File: config.mk
export PLATFORM = sky130hd
export DESIGN_NAME = xbuf_top
export DESIGN_NICKNAME = d
export VERILOG_FILES = /design/src/hdl/xbuf_pkg.sv /design/src/hdl/xbuf_cfg_regs.sv /design/src/hdl/xbuf_ctrl.sv /design/src/hdl/xbuf_pad_mem.sv /design/src/hdl/xbuf_shift_mem.sv /design/src/hdl/xbuf_top.sv
export SDC_FILE = /design/constraint.sdc
export NUM_CORES = 2
export LEC_CHECK = 0
export BUFFER_PORTS_ARGS = -buffer_cell sky130_fd_sc_hd__buf_4
export CAP_MARGIN = 30
export CORE_MARGIN = 1
export CORE_UTILIZATION = 60
export DETAILED_ROUTE_END_ITERATION = 8
export GPL_TIMING_DRIVEN = 0
export PLACE_DENSITY = 0.8
export SLEW_MARGIN = 30
export SYNTH_ARGS = -nofsm -noshare
export SYNTH_HDL_FRONTEND = slang
export SYNTH_SLANG_ARGS = --single-unit
File: constraint.sdc
create_clock -name clk_i -period 4.1 [get_ports clk_i]
set_input_delay 0.82 -clock clk_i [delete_from_list [all_inputs] [get_ports clk_i]]
set_output_delay 0.82 -clock clk_i [all_outputs]
set_load 0.01 [all_outputs]
File: src/hdl/xbuf_pkg.sv
// Shared types for the X-operand staging buffer
// Elements are fixed 16-bit words with no format selection
// Configuration values are 8-bit counts, so H*D and W must stay below 256
`default_nettype none

package xbuf_pkg;

  localparam int unsigned BITW  = 16;
  localparam int unsigned CFG_W = 8;

  // One half-precision element
  typedef logic [BITW-1:0] elem_t;

  // Per-cycle commands from the scheduler
  typedef struct packed {
    logic load;
    logic pad_setup;
    logic h_shift;
    logic rst_w_index;
  } xbuf_ctrl_t;

  // Status back to the scheduler
  typedef struct packed {
    logic full;
    logic empty;
  } xbuf_flags_t;

  // Software view of the buffer geometry
  typedef struct packed {
    logic [CFG_W-1:0] width;
    logic [CFG_W-1:0] height;
    logic [CFG_W-1:0] slots;
  } xbuf_cfg_t;

  // Register map of the configuration port
  localparam logic [1:0] CFG_ADDR_WIDTH  = 2'd0;
  localparam logic [1:0] CFG_ADDR_HEIGHT = 2'd1;
  localparam logic [1:0] CFG_ADDR_SLOTS  = 2'd2;

endpackage

`default_nettype wire

File: src/hdl/xbuf_cfg_regs.sv
// Configuration registers behind a four-phase req/ack port
// Reset values let the buffer run a full W by H*D pad without any writes
// Address 3 is acknowledged but has no register behind it
`timescale 1ns/10ps
`default_nettype none

module xbuf_cfg_regs #(
  parameter int unsigned H = 4,
  parameter int unsigned W = 4,
  parameter int unsigned D = 2
) (
  input  logic                             clk_i,
  input  logic                             rst_ni,
  input  logic                             cfg_req_i,
  input  logic [1:0]                       cfg_addr_i,
  input  logic [xbuf_pkg::CFG_W-1:0]       cfg_wdata_i,
  output logic                             cfg_ack_o,
  output xbuf_pkg::xbuf_cfg_t              cfg_o
);
  import xbuf_pkg::*;

  logic req_accept;

  // A request is taken only while ack is low
  assign req_accept = cfg_req_i && !cfg_ack_o;

  always_ff @(posedge clk_i or negedge rst_ni) begin : handshake
    if (!rst_ni) begin
      cfg_ack_o <= 1'b0;
    end else if (req_accept) begin
      cfg_ack_o <= 1'b1;
    end else if (!cfg_req_i) begin
      // Host has released req so close the cycle
      cfg_ack_o <= 1'b0;
    end
  end

  always_ff @(posedge clk_i or negedge rst_ni) begin : cfg_registers
    if (!rst_ni) begin
      cfg_o.width  <= CFG_W'(W);
      cfg_o.height <= CFG_W'(H * D);
      cfg_o.slots  <= CFG_W'(H * D);
    end else if (req_accept) begin
      case (cfg_addr_i)
        CFG_ADDR_WIDTH: begin
          cfg_o.width <= cfg_wdata_i;
        end
        CFG_ADDR_HEIGHT: begin
          cfg_o.height <= cfg_wdata_i;
        end
        CFG_ADDR_SLOTS: begin
          cfg_o.slots <= cfg_wdata_i;
        end
        default: begin
          // Unmapped address
          cfg_o <= cfg_o;
        end
      endcase
    end
  end

endmodule

`default_nettype wire

File: src/hdl/xbuf_ctrl.sv
// Fill and shift control of the X buffer, with the pad and shift memories
// H must be a power of two and D at least 2
// Assumes width <= W, slots a multiple of H and slots <= H*D
`timescale 1ns/10ps
`default_nettype none

module xbuf_ctrl #(
  parameter  int unsigned H  = 4,
  parameter  int unsigned W  = 4,
  parameter  int unsigned D  = 2,
  localparam int unsigned DW = D * H * xbuf_pkg::BITW
) (
  input  logic                               clk_i,
  input  logic                               rst_ni,
  input  logic                               clear_i,
  input  xbuf_pkg::xbuf_ctrl_t               ctrl_i,
  input  xbuf_pkg::xbuf_cfg_t                cfg_i,
  input  logic [DW-1:0]                      x_data_i,
  output xbuf_pkg::xbuf_flags_t              flags_o,
  output xbuf_pkg::elem_t [W-1:0][H-1:0]     x_tile_o
);
  import xbuf_pkg::*;

  localparam int unsigned DEPTH = H * D;
  localparam int unsigned HW    = $clog2(H);

  typedef enum logic [2:0] {
    PRELOAD,
    FAST_FILL,
    WAIT_FIRST_READ,
    WAIT_SHIFT,
    FILL,
    PAD_EMPTY
  } xbuf_state_e;

  xbuf_state_e              state_q;
  xbuf_state_e              state_d;
  logic [CFG_W-1:0]         load_cnt_q;
  logic [CFG_W-1:0]         pad_rd_cnt_q;
  logic [CFG_W-1:0]         buf_wr_cnt_q;
  logic [CFG_W-1:0]         buf_rd_cnt_q;
  logic                     refilling_q;
  logic                     active;
  logic                     pad_wr_en;
  logic                     pad_rd_en;
  logic                     buf_wr_en;
  logic [$clog2(DEPTH)-1:0] pad_rd_col;
  logic                     last_wr;
  logic                     fast_done;
  logic                     bank0_done;
  elem_t [W-1:0]            pad_col;
  elem_t [W-1:0]            buf_wdata;
  elem_t [H-1:0][W-1:0]     buf_tile;

  assign active        = (state_q != PRELOAD) && (state_q != PAD_EMPTY);
  assign flags_o.full  = (load_cnt_q == cfg_i.width);
  // Pulse on the shift that takes the last slot
  assign flags_o.empty = active && ctrl_i.h_shift && (buf_rd_cnt_q == cfg_i.slots - 1'b1);

  // Beats past a full pad are dropped
  assign pad_wr_en = ctrl_i.load && !flags_o.full;

  // Fast fill writes every cycle, steady fill once per shift
  assign buf_wr_en = !ctrl_i.pad_setup &&
                     ((state_q == FAST_FILL) || (state_q == FILL && ctrl_i.h_shift));

  // Pad output always holds the next column to be written
  assign pad_rd_en  = ctrl_i.pad_setup || buf_wr_en;
  assign pad_rd_col = ctrl_i.pad_setup ? '0 : pad_rd_cnt_q[$clog2(DEPTH)-1:0];

  // Columns at or beyond height become zeros
  assign buf_wdata = (pad_rd_cnt_q > cfg_i.height) ? '0 : pad_col;

  assign last_wr    = buf_wr_en && (buf_wr_cnt_q == cfg_i.slots - 1'b1);
  assign fast_done  = buf_wr_en && (buf_wr_cnt_q == CFG_W'(2 * H - 1));
  assign bank0_done = (buf_rd_cnt_q >= CFG_W'(H)) ||
                      (ctrl_i.h_shift && buf_rd_cnt_q == CFG_W'(H - 1));

  always_ff @(posedge clk_i or negedge rst_ni) begin : load_counter
    if (!rst_ni) begin
      load_cnt_q <= '0;
    end else if (clear_i || ctrl_i.rst_w_index) begin
      load_cnt_q <= '0;
    end else if (pad_wr_en) begin
      load_cnt_q <= load_cnt_q + 1'b1;
    end
  end

  // Set while the pad waits for a complete new set of rows
  always_ff @(posedge clk_i or negedge rst_ni) begin : refill_flag
    if (!rst_ni) begin
      refilling_q <= 1'b1;
    end else if (clear_i) begin
      refilling_q <= 1'b1;
    end else if (flags_o.full) begin
      refilling_q <= 1'b0;
    end else if (flags_o.empty) begin
      refilling_q <= 1'b1;
    end
  end

  always_ff @(posedge clk_i or negedge rst_ni) begin : pad_read_counter
    if (!rst_ni) begin
      pad_rd_cnt_q <= '0;
    end else if (clear_i) begin
      pad_rd_cnt_q <= '0;
    end else if (ctrl_i.pad_setup) begin
      pad_rd_cnt_q <= CFG_W'(1);
    end else if (buf_wr_en) begin
      pad_rd_cnt_q <= pad_rd_cnt_q + 1'b1;
    end
  end

  // Low bits of the write count give {bank, row}
  always_ff @(posedge clk_i or negedge rst_ni) begin : buf_write_counter
    if (!rst_ni) begin
      buf_wr_cnt_q <= '0;
    end else if (clear_i || ctrl_i.pad_setup) begin
      buf_wr_cnt_q <= '0;
    end else if (buf_wr_en) begin
      buf_wr_cnt_q <= buf_wr_cnt_q + 1'b1;
    end
  end

  // Bank toggles every H consumed columns
  always_ff @(posedge clk_i or negedge rst_ni) begin : buf_read_counter
    if (!rst_ni) begin
      buf_rd_cnt_q <= '0;
    end else if (clear_i || ctrl_i.pad_setup || flags_o.empty) begin
      buf_rd_cnt_q <= '0;
    end else if (active && ctrl_i.h_shift) begin
      buf_rd_cnt_q <= buf_rd_cnt_q + 1'b1;
    end
  end

  always_ff @(posedge clk_i or negedge rst_ni) begin : state_register
    if (!rst_ni) begin
      state_q <= PRELOAD;
    end else if (clear_i) begin
      state_q <= PRELOAD;
    end else begin
      state_q <= state_d;
    end
  end

  always_comb begin : next_state
    state_d = state_q;
    if (ctrl_i.pad_setup) begin
      state_d = FAST_FILL;
    end else begin
      case (state_q)
        FAST_FILL: begin
          if (flags_o.empty) begin
            state_d = PAD_EMPTY;
          end else if (last_wr) begin
            state_d = WAIT_SHIFT;
          end else if (fast_done) begin
            // Bank 0 may already be used up if shifting started early
            state_d = bank0_done ? FILL : WAIT_FIRST_READ;
          end
        end
        WAIT_FIRST_READ: begin
          if (ctrl_i.h_shift && buf_rd_cnt_q == CFG_W'(H - 1)) begin
            state_d = FILL;
          end
        end
        FILL: begin
          if (flags_o.empty) begin
            state_d = PAD_EMPTY;
          end else if (last_wr) begin
            state_d = WAIT_SHIFT;
          end
        end
        WAIT_SHIFT: begin
          if (flags_o.empty) begin
            state_d = PAD_EMPTY;
          end
        end
        PAD_EMPTY: begin
          if (!refilling_q) begin
            state_d = PRELOAD;
          end
        end
        default: begin
          state_d = PRELOAD;
        end
      endcase
    end
  end

  xbuf_pad_mem #(
    .W     ( W     ),
    .DEPTH ( DEPTH )
  ) i_pad_mem (
    .clk_i       ( clk_i                        ),
    .rst_ni      ( rst_ni                       ),
    .clear_i     ( clear_i                      ),
    .write_en_i  ( pad_wr_en                    ),
    .write_row_i ( load_cnt_q[$clog2(W)-1:0]    ),
    .wdata_i     ( x_data_i                     ),
    .read_en_i   ( pad_rd_en                    ),
    .read_col_i  ( pad_rd_col                   ),
    .rdata_o     ( pad_col                      )
  );

  xbuf_shift_mem #(
    .W ( W ),
    .H ( H )
  ) i_shift_mem (
    .clk_i        ( clk_i              ),
    .rst_ni       ( rst_ni             ),
    .clear_i      ( clear_i            ),
    .write_en_i   ( buf_wr_en          ),
    .write_addr_i ( buf_wr_cnt_q[HW:0] ),
    .wdata_i      ( buf_wdata          ),
    .read_bank_i  ( buf_rd_cnt_q[HW]   ),
    .rdata_o      ( buf_tile           )
  );

  // Rows of the bank are columns of the tile
  for (genvar w = 0; w < W; w++) begin : gen_tile_w
    for (genvar h = 0; h < H; h++) begin : gen_tile_h
      assign x_tile_o[w][h] = buf_tile[h][w];
    end
  end

endmodule

`default_nettype wire

File: src/hdl/xbuf_pad_mem.sv
// Pad storage of W rows, each one streamer beat of DEPTH elements
// A whole row is written per load, one column of all rows is read per cycle
// Read data is registered and holds while no read is requested
`timescale 1ns/10ps
`default_nettype none

module xbuf_pad_mem #(
  parameter int unsigned W     = 4,
  parameter int unsigned DEPTH = 8
) (
  input  logic                                clk_i,
  input  logic                                rst_ni,
  input  logic                                clear_i,
  input  logic                                write_en_i,
  input  logic [$clog2(W)-1:0]                write_row_i,
  input  xbuf_pkg::elem_t [DEPTH-1:0]         wdata_i,
  input  logic                                read_en_i,
  input  logic [$clog2(DEPTH)-1:0]            read_col_i,
  output xbuf_pkg::elem_t [W-1:0]             rdata_o
);
  import xbuf_pkg::*;

  elem_t [DEPTH-1:0] mem_q [W];

  always_ff @(posedge clk_i) begin : pad_storage
    if (clear_i) begin
      for (int unsigned r = 0; r < W; r++) begin
        mem_q[r] <= '0;
      end
    end else if (write_en_i) begin
      mem_q[write_row_i] <= wdata_i;
    end
  end

  // Column read across every row
  always_ff @(posedge clk_i or negedge rst_ni) begin : column_read
    if (!rst_ni) begin
      rdata_o <= '0;
    end else if (clear_i) begin
      rdata_o <= '0;
    end else if (read_en_i) begin
      for (int unsigned r = 0; r < W; r++) begin
        rdata_o[r] <= mem_q[r][read_col_i];
      end
    end
  end

endmodule

`default_nettype wire

File: src/hdl/xbuf_shift_mem.sv
// Double-banked column buffer of H rows per bank
// The whole read bank is shown combinationally, so the tile holds
// for as long as the read bank does not change
`timescale 1ns/10ps
`default_nettype none

module xbuf_shift_mem #(
  parameter int unsigned W = 4,
  parameter int unsigned H = 4
) (
  input  logic                                   clk_i,
  input  logic                                   rst_ni,
  input  logic                                   clear_i,
  input  logic                                   write_en_i,
  input  logic [$clog2(H):0]                     write_addr_i,
  input  xbuf_pkg::elem_t [W-1:0]                wdata_i,
  input  logic                                   read_bank_i,
  output xbuf_pkg::elem_t [H-1:0][W-1:0]         rdata_o
);
  import xbuf_pkg::*;

  localparam int unsigned RW = $clog2(H);

  elem_t [H-1:0][W-1:0] bank_q [2];
  logic                 wr_bank;
  logic [RW-1:0]        wr_row;

  // Top address bit selects the bank
  assign wr_bank = write_addr_i[RW];
  assign wr_row  = write_addr_i[RW-1:0];

  always_ff @(posedge clk_i or negedge rst_ni) begin : bank_storage
    if (!rst_ni) begin
      bank_q[0] <= '0;
      bank_q[1] <= '0;
    end else if (clear_i) begin
      bank_q[0] <= '0;
      bank_q[1] <= '0;
    end else if (write_en_i) begin
      bank_q[wr_bank][wr_row] <= wdata_i;
    end
  end

  assign rdata_o = bank_q[read_bank_i];

endmodule

`default_nettype wire

File: src/hdl/xbuf_top.sv
// X-operand staging subsystem: configuration block plus buffer
// H, W and D are set here, the beat width is D*H 16-bit elements
`timescale 1ns/10ps
`default_nettype none

module xbuf_top #(
  parameter  int unsigned H  = 4,
  parameter  int unsigned W  = 4,
  parameter  int unsigned D  = 2,
  localparam int unsigned DW = D * H * xbuf_pkg::BITW
) (
  input  logic                             clk_i,
  input  logic                             rst_ni,
  input  logic                             clear_i,
  input  logic                             cfg_req_i,
  input  logic [1:0]                       cfg_addr_i,
  input  logic [xbuf_pkg::CFG_W-1:0]       cfg_wdata_i,
  output logic                             cfg_ack_o,
  input  xbuf_pkg::xbuf_ctrl_t             ctrl_i,
  input  logic [DW-1:0]                    x_data_i,
  output xbuf_pkg::xbuf_flags_t            flags_o,
  output xbuf_pkg::elem_t [W-1:0][H-1:0]   x_tile_o
);
  import xbuf_pkg::*;

  xbuf_cfg_t cfg;

  xbuf_cfg_regs #(
    .H ( H ),
    .W ( W ),
    .D ( D )
  ) i_cfg_regs (
    .clk_i       ( clk_i       ),
    .rst_ni      ( rst_ni      ),
    .cfg_req_i   ( cfg_req_i   ),
    .cfg_addr_i  ( cfg_addr_i  ),
    .cfg_wdata_i ( cfg_wdata_i ),
    .cfg_ack_o   ( cfg_ack_o   ),
    .cfg_o       ( cfg         )
  );

  xbuf_ctrl #(
    .H ( H ),
    .W ( W ),
    .D ( D )
  ) i_ctrl (
    .clk_i    ( clk_i    ),
    .rst_ni   ( rst_ni   ),
    .clear_i  ( clear_i  ),
    .ctrl_i   ( ctrl_i   ),
    .cfg_i    ( cfg      ),
    .x_data_i ( x_data_i ),
    .flags_o  ( flags_o  ),
    .x_tile_o ( x_tile_o )
  );

endmodule

`default_nettype wire

==> results.txt <==
The flow ran to the end, and the final reports show no timing, DRC or antenna violations. The routability-driven placement congestion ratio is about 1.0. The remaining global-route overflow came out at 0. The number of failing setup endpoints in the final timing report came out at 0. The cell area after placement came out at 54,800 um2. The placeable core area is a little over 80,000 um2. The final hold violation count came out at 0. In this run, synthesis produced a sequential element count of about 1,100. The synthesized design contains between 500 and 600 enable-type register cells. The total negative setup slack came out at 0 ns. The leakage dissipation is roughly 25 nW. The launch instance of the worst register-to-register path is i_ctrl.load_cnt_q[0]. The initial antenna violation count was 10. The worst hold path belongs to the class input pin to async pin. The netlist area before placement came out at 49,800 um2.

The final standard cell utilization of the core came out at around 71%. Cells with a size suffix above 1 make up approximately 22% of the layout. The global-route wire length before repair came out at approximately 230,000 um. The setup slack of the worst register-to-register path came out at ~0.15 ns. The cell at the root of the clock tree is sky130_fd_sc_hd__clkbuf_16.

Entering global routing, the biggest net connects between 90 and 100 pins. The largest driver fanout on the critical path is 10. The final instance count without filler cells is between 5,000 and 6,000. The number of placed instances with taps included is 5,647. The clock passes through at most 3 buffers. TritonCTS built the clock tree. Global routing consumed, over all layers together, about 38% of the routing resources. The share of synthesized registers carrying an async set or reset came out at between 50% and 60%. Before antenna repair, the detailed router went through 8 iterations. The pre-CTS setup slack came out at -0.0439 ns. The total CTS buffers is 111. The areal power density over the cells came out at about 440 nW/um2. The maximum clock skew at final layout is about 0.032 ns. For this block, the initial DRC count from the detailed router was about 4,700. The transition time at the pin with the least slew margin came out at approximately 1.0 ns.

The critical path class is flip-flop to output pin. The floorplan die height is 290 um. The number of cells traversed by the worst register-to-register path is 12. The worst max-slew margin expressed relative to the limit came out at between 30% and 40%. The maximum clock frequency is 245 MHz. The die span in x came out at 290 um. The number of placement rows came out at ~110. The HPWL reported at the end of detailed placement came out at around 110,000 um.

The final critical-path required period came out at a little over 4 ns. The clock-pin slew on the worst setup and hold paths is ~0.060 ns. VDD sags by at most between 0.3 and 0.4 mV. STA classifies the critical path startpoint as a flip-flop. Setup slack closes at 0.0209 ns. The hold buffer count at CTS came out at 0.

The primary flip-flop cell chosen by synthesis mapping is sky130_fd_sc_hd__dfrtp_1. The effective utilization at floorplan is approximately three fifths. The data arrival time at the worst-slack endpoint came out at around 3.3 ns. Relative to the synthesized area, the layout overhead comes to 17.7%. The number of port buffers came out at about 400. For this run, the register share of the synthesized area comes to 62.8%. The clock net sink count is between 1,000 and 1,500.

The number of ports placed on the die boundary is slightly above 400. Setup repair after global routing left no endpoint under its margin. The net total in the final layout is slightly below 5,000.

The post-detailed-routing wire length is between 150,000 and 200,000 um. The via count of the first global-routing pass came out at between 30,000 and 40,000. When the netlist entered floorplanning its net count stood at 4,315. The clock latency of the later-clocked register in the worst-skew pair came out at roughly 0.7 ns. The detail-routed net length per standard cell is about 27 um. The mean cell area of the mapped netlist is 12.0 um2. The worst register-to-register path ends at i_ctrl.i_pad_mem.mem_q[0][6].

The via-per-instance ratio came out at 6.25. The final critical-path share of the clock period is 99.5%. The via total after detailed routing is 36,700. The post-detailed-route count of antenna-violating nets is 0.

The instance count of the mapped netlist came out at a little over 4,000. The total count of max-transition violations in the final report is 0. The H-tree was split into 3 levels.

The DRC violation count after routing came out at 0. Data on the critical path is required at its endpoint by ~3.3 ns. The finished layout cell area is slightly below 60,000 um2. The overall die area came out at roughly 84,000 um2. STA classifies the critical path endpoint as an output pin. The unique cell type count in the Yosys netlist came out at 63. The Yosys warning count is 0. The reported max-cap violation count came out at 0.
-- metrics by stage --
step                power (mW)  hold slack (ns)
detailed placement        15.2            0.464
floorplan                 14.0            0.444
CTS                       25.8            0.130
global route              26.4            0.160
global placement          15.1            0.455
finish                    25.9            0.114
-- how the worst max path moves through the flow --
stage | depth (start not counted) | start | end
floorplan | 6 | ctrl_i[3] | i_ctrl.i_pad_mem.mem_q[0][0]
global placement | 1 | rst_ni | i_ctrl.i_shift_mem.bank_q[104]
detailed placement | 10 | ctrl_i[3] | i_ctrl.i_pad_mem.mem_q[0][6]
CTS | 5 | i_ctrl.buf_rd_cnt_q[2] | x_tile_o[192]
global route | 8 | i_cfg_regs.cfg_o[0] | flags_o[0]
finish | 5 | i_ctrl.buf_rd_cnt_q[2] | x_tile_o[175]
-- cells in the mapped netlist, types with 2 or more instances --
cell	n	share of area, %
sky130_fd_sc_hd__nor3_1	6	0.060
sky130_fd_sc_hd__nor2b_1	5	0.063
sky130_fd_sc_hd__and3b_1	3	0.053
sky130_fd_sc_hd__nand3b_1	2	0.030
sky130_fd_sc_hd__dfrtp_1	633	32
sky130_fd_sc_hd__a2111oi_4	2	0.11
sky130_fd_sc_hd__nor2_1	119	0.90
sky130_fd_sc_hd__nand2_1	669	5.0
sky130_fd_sc_hd__xnor2_1	27	0.47
sky130_fd_sc_hd__nand4_1	18	0.23
sky130_fd_sc_hd__nand3_1	14	0.14
sky130_fd_sc_hd__mux4_2	64	2.9
sky130_fd_sc_hd__buf_1	15	0.11
sky130_fd_sc_hd__o211ai_1	3	0.045
sky130_fd_sc_hd__nor4bb_1	2	0.040
sky130_fd_sc_hd__mux2i_1	4	0.080
sky130_fd_sc_hd__o22ai_1	66	0.83
sky130_fd_sc_hd__clkbuf_1	256	1.9
sky130_fd_sc_hd__o21a_1	2	0.030
sky130_fd_sc_hd__or4_1	3	0.045
sky130_fd_sc_hd__a22o_1	64	1.1
sky130_fd_sc_hd__inv_1	24	0.18
sky130_fd_sc_hd__a21oi_1	75	0.75
sky130_fd_sc_hd__a211oi_1	3	0.045
sky130_fd_sc_hd__nand2b_1	11	0.14
sky130_fd_sc_hd__nor4_1	3	0.038
sky130_fd_sc_hd__edfxtp_1	512	31
sky130_fd_sc_hd__mux2_2	334	7.5
sky130_fd_sc_hd__and3_1	4	0.050
sky130_fd_sc_hd__dfstp_2	4	0.21
sky130_fd_sc_hd__nor3b_2	2	0.050
sky130_fd_sc_hd__buf_2	13	0.13
sky130_fd_sc_hd__xor2_1	24	0.42
sky130_fd_sc_hd__and4_1	2	0.035
sky130_fd_sc_hd__o21ai_0	594	6.0
sky130_fd_sc_hd__or2_2	7	0.088
sky130_fd_sc_hd__and2_1	512	6.4
sky130_fd_sc_hd__o31a_1	2	0.035
sky130_fd_sc_hd__a31oi_1	5	0.063
sky130_fd_sc_hd__ha_1	19	0.48
-- flip-flops by register name (all words and copies together), names as in the netlist --
name	count
i_ctrl.refilling_q	1
i_ctrl.state_q	3
i_ctrl.buf_wr_cnt_q	8
i_ctrl.pad_rd_cnt_q	8
i_ctrl.load_cnt_q	8
i_cfg_regs.cfg_o	24
i_ctrl.i_pad_mem.mem_q	512
i_ctrl.i_shift_mem.bank_q	512
i_ctrl.i_pad_mem.rdata_o	64
i_ctrl.buf_rd_cnt_q	8
i_cfg_regs.cfg_ack_o	1
-- power breakdown --
group / switching [mW] / internal (mW)
clock: 4.54 / 6.20
sequential: 0.200 / 12.5
combinational: 1.66 / 0.740
-- layer usage --
metal	vias to the layer above	routed length, um	share of wire (%)	global-route usage (%)
met5	-	27	0.017	0
met4	4	10600	6.7	21.0
met1	18200	55900	35	48.8
met3	479	17900	11	8.08
met2	2372	74800	47	60.4
li1	15600	-	-	-
-- area by class of cell --
cell class | count | area, um2
fillers | 5677 | 23400
flip-flops and latches | 1149 | 31300
clock inverters | 58 | 683
well taps | 1070 | 1340
repair buffers | 428 | 3530
diodes | 10 | 25.0
plain buffers | 286 | 1130
clock buffers | 152 | 3140
inverters | 24 | 90.1
multi-input cells | 2691 | 17400
-- logic make-up (layout without fill, tap and decap cells) --
group / Yosys count / in the layout / synth area share (%)
AO/OA/AOI/OAI: 830 / 830 / 9.30
XOR/XNOR: 52 / 52 / 0.941
adder cells (fa/ha/maj): 19 / 19 / 0.477
buffers and inverters: 310 / 948 / 2.39
flip-flops: 1149 / 1149 / 62.8
multiplexers: 403 / 403 / 10.5
other: 0 / 10 / 0
AND/OR/NAND/NOR: 1387 / 1387 / 13.5
-- critical path: stages, from the launching register on --
cell and delay, ns:
sky130_fd_sc_hd__dfrtp_1 0.36, sky130_fd_sc_hd__clkbuf_1 0.56, sky130_fd_sc_hd__clkbuf_2 0.50, sky130_fd_sc_hd__clkbuf_1 0.55, sky130_fd_sc_hd__mux2_2 0.46, sky130_fd_sc_hd__buf_4 0.16
-- cells in the final DEF, fill, tap and decap left out, types with 65 or more instances in the layout --
| cell | Yosys | routed |
|---|---|---|
| sky130_fd_sc_hd__a21oi_1 | 75 | 70 |
| sky130_fd_sc_hd__and2_1 | 512 | 512 |
| sky130_fd_sc_hd__buf_4 | 1 | 405 |
| sky130_fd_sc_hd__clkbuf_1 | 256 | 258 |
| sky130_fd_sc_hd__clkbuf_16 | 0 | 113 |
| sky130_fd_sc_hd__dfrtp_1 | 633 | 633 |
| sky130_fd_sc_hd__edfxtp_1 | 512 | 512 |
| sky130_fd_sc_hd__mux2_2 | 334 | 334 |
| sky130_fd_sc_hd__nand2_1 | 669 | 669 |
| sky130_fd_sc_hd__nor2_1 | 119 | 119 |
| sky130_fd_sc_hd__o21ai_0 | 594 | 594 |
| sky130_fd_sc_hd__o22ai_1 | 66 | 65 |
-- what timing repair did --
action,CTS,global route
setup buffers,1,0
pin swaps,1,0
setup endpoints to repair,254,29
gates resized for setup,15,11
Power figures use the tool's default switching activity.
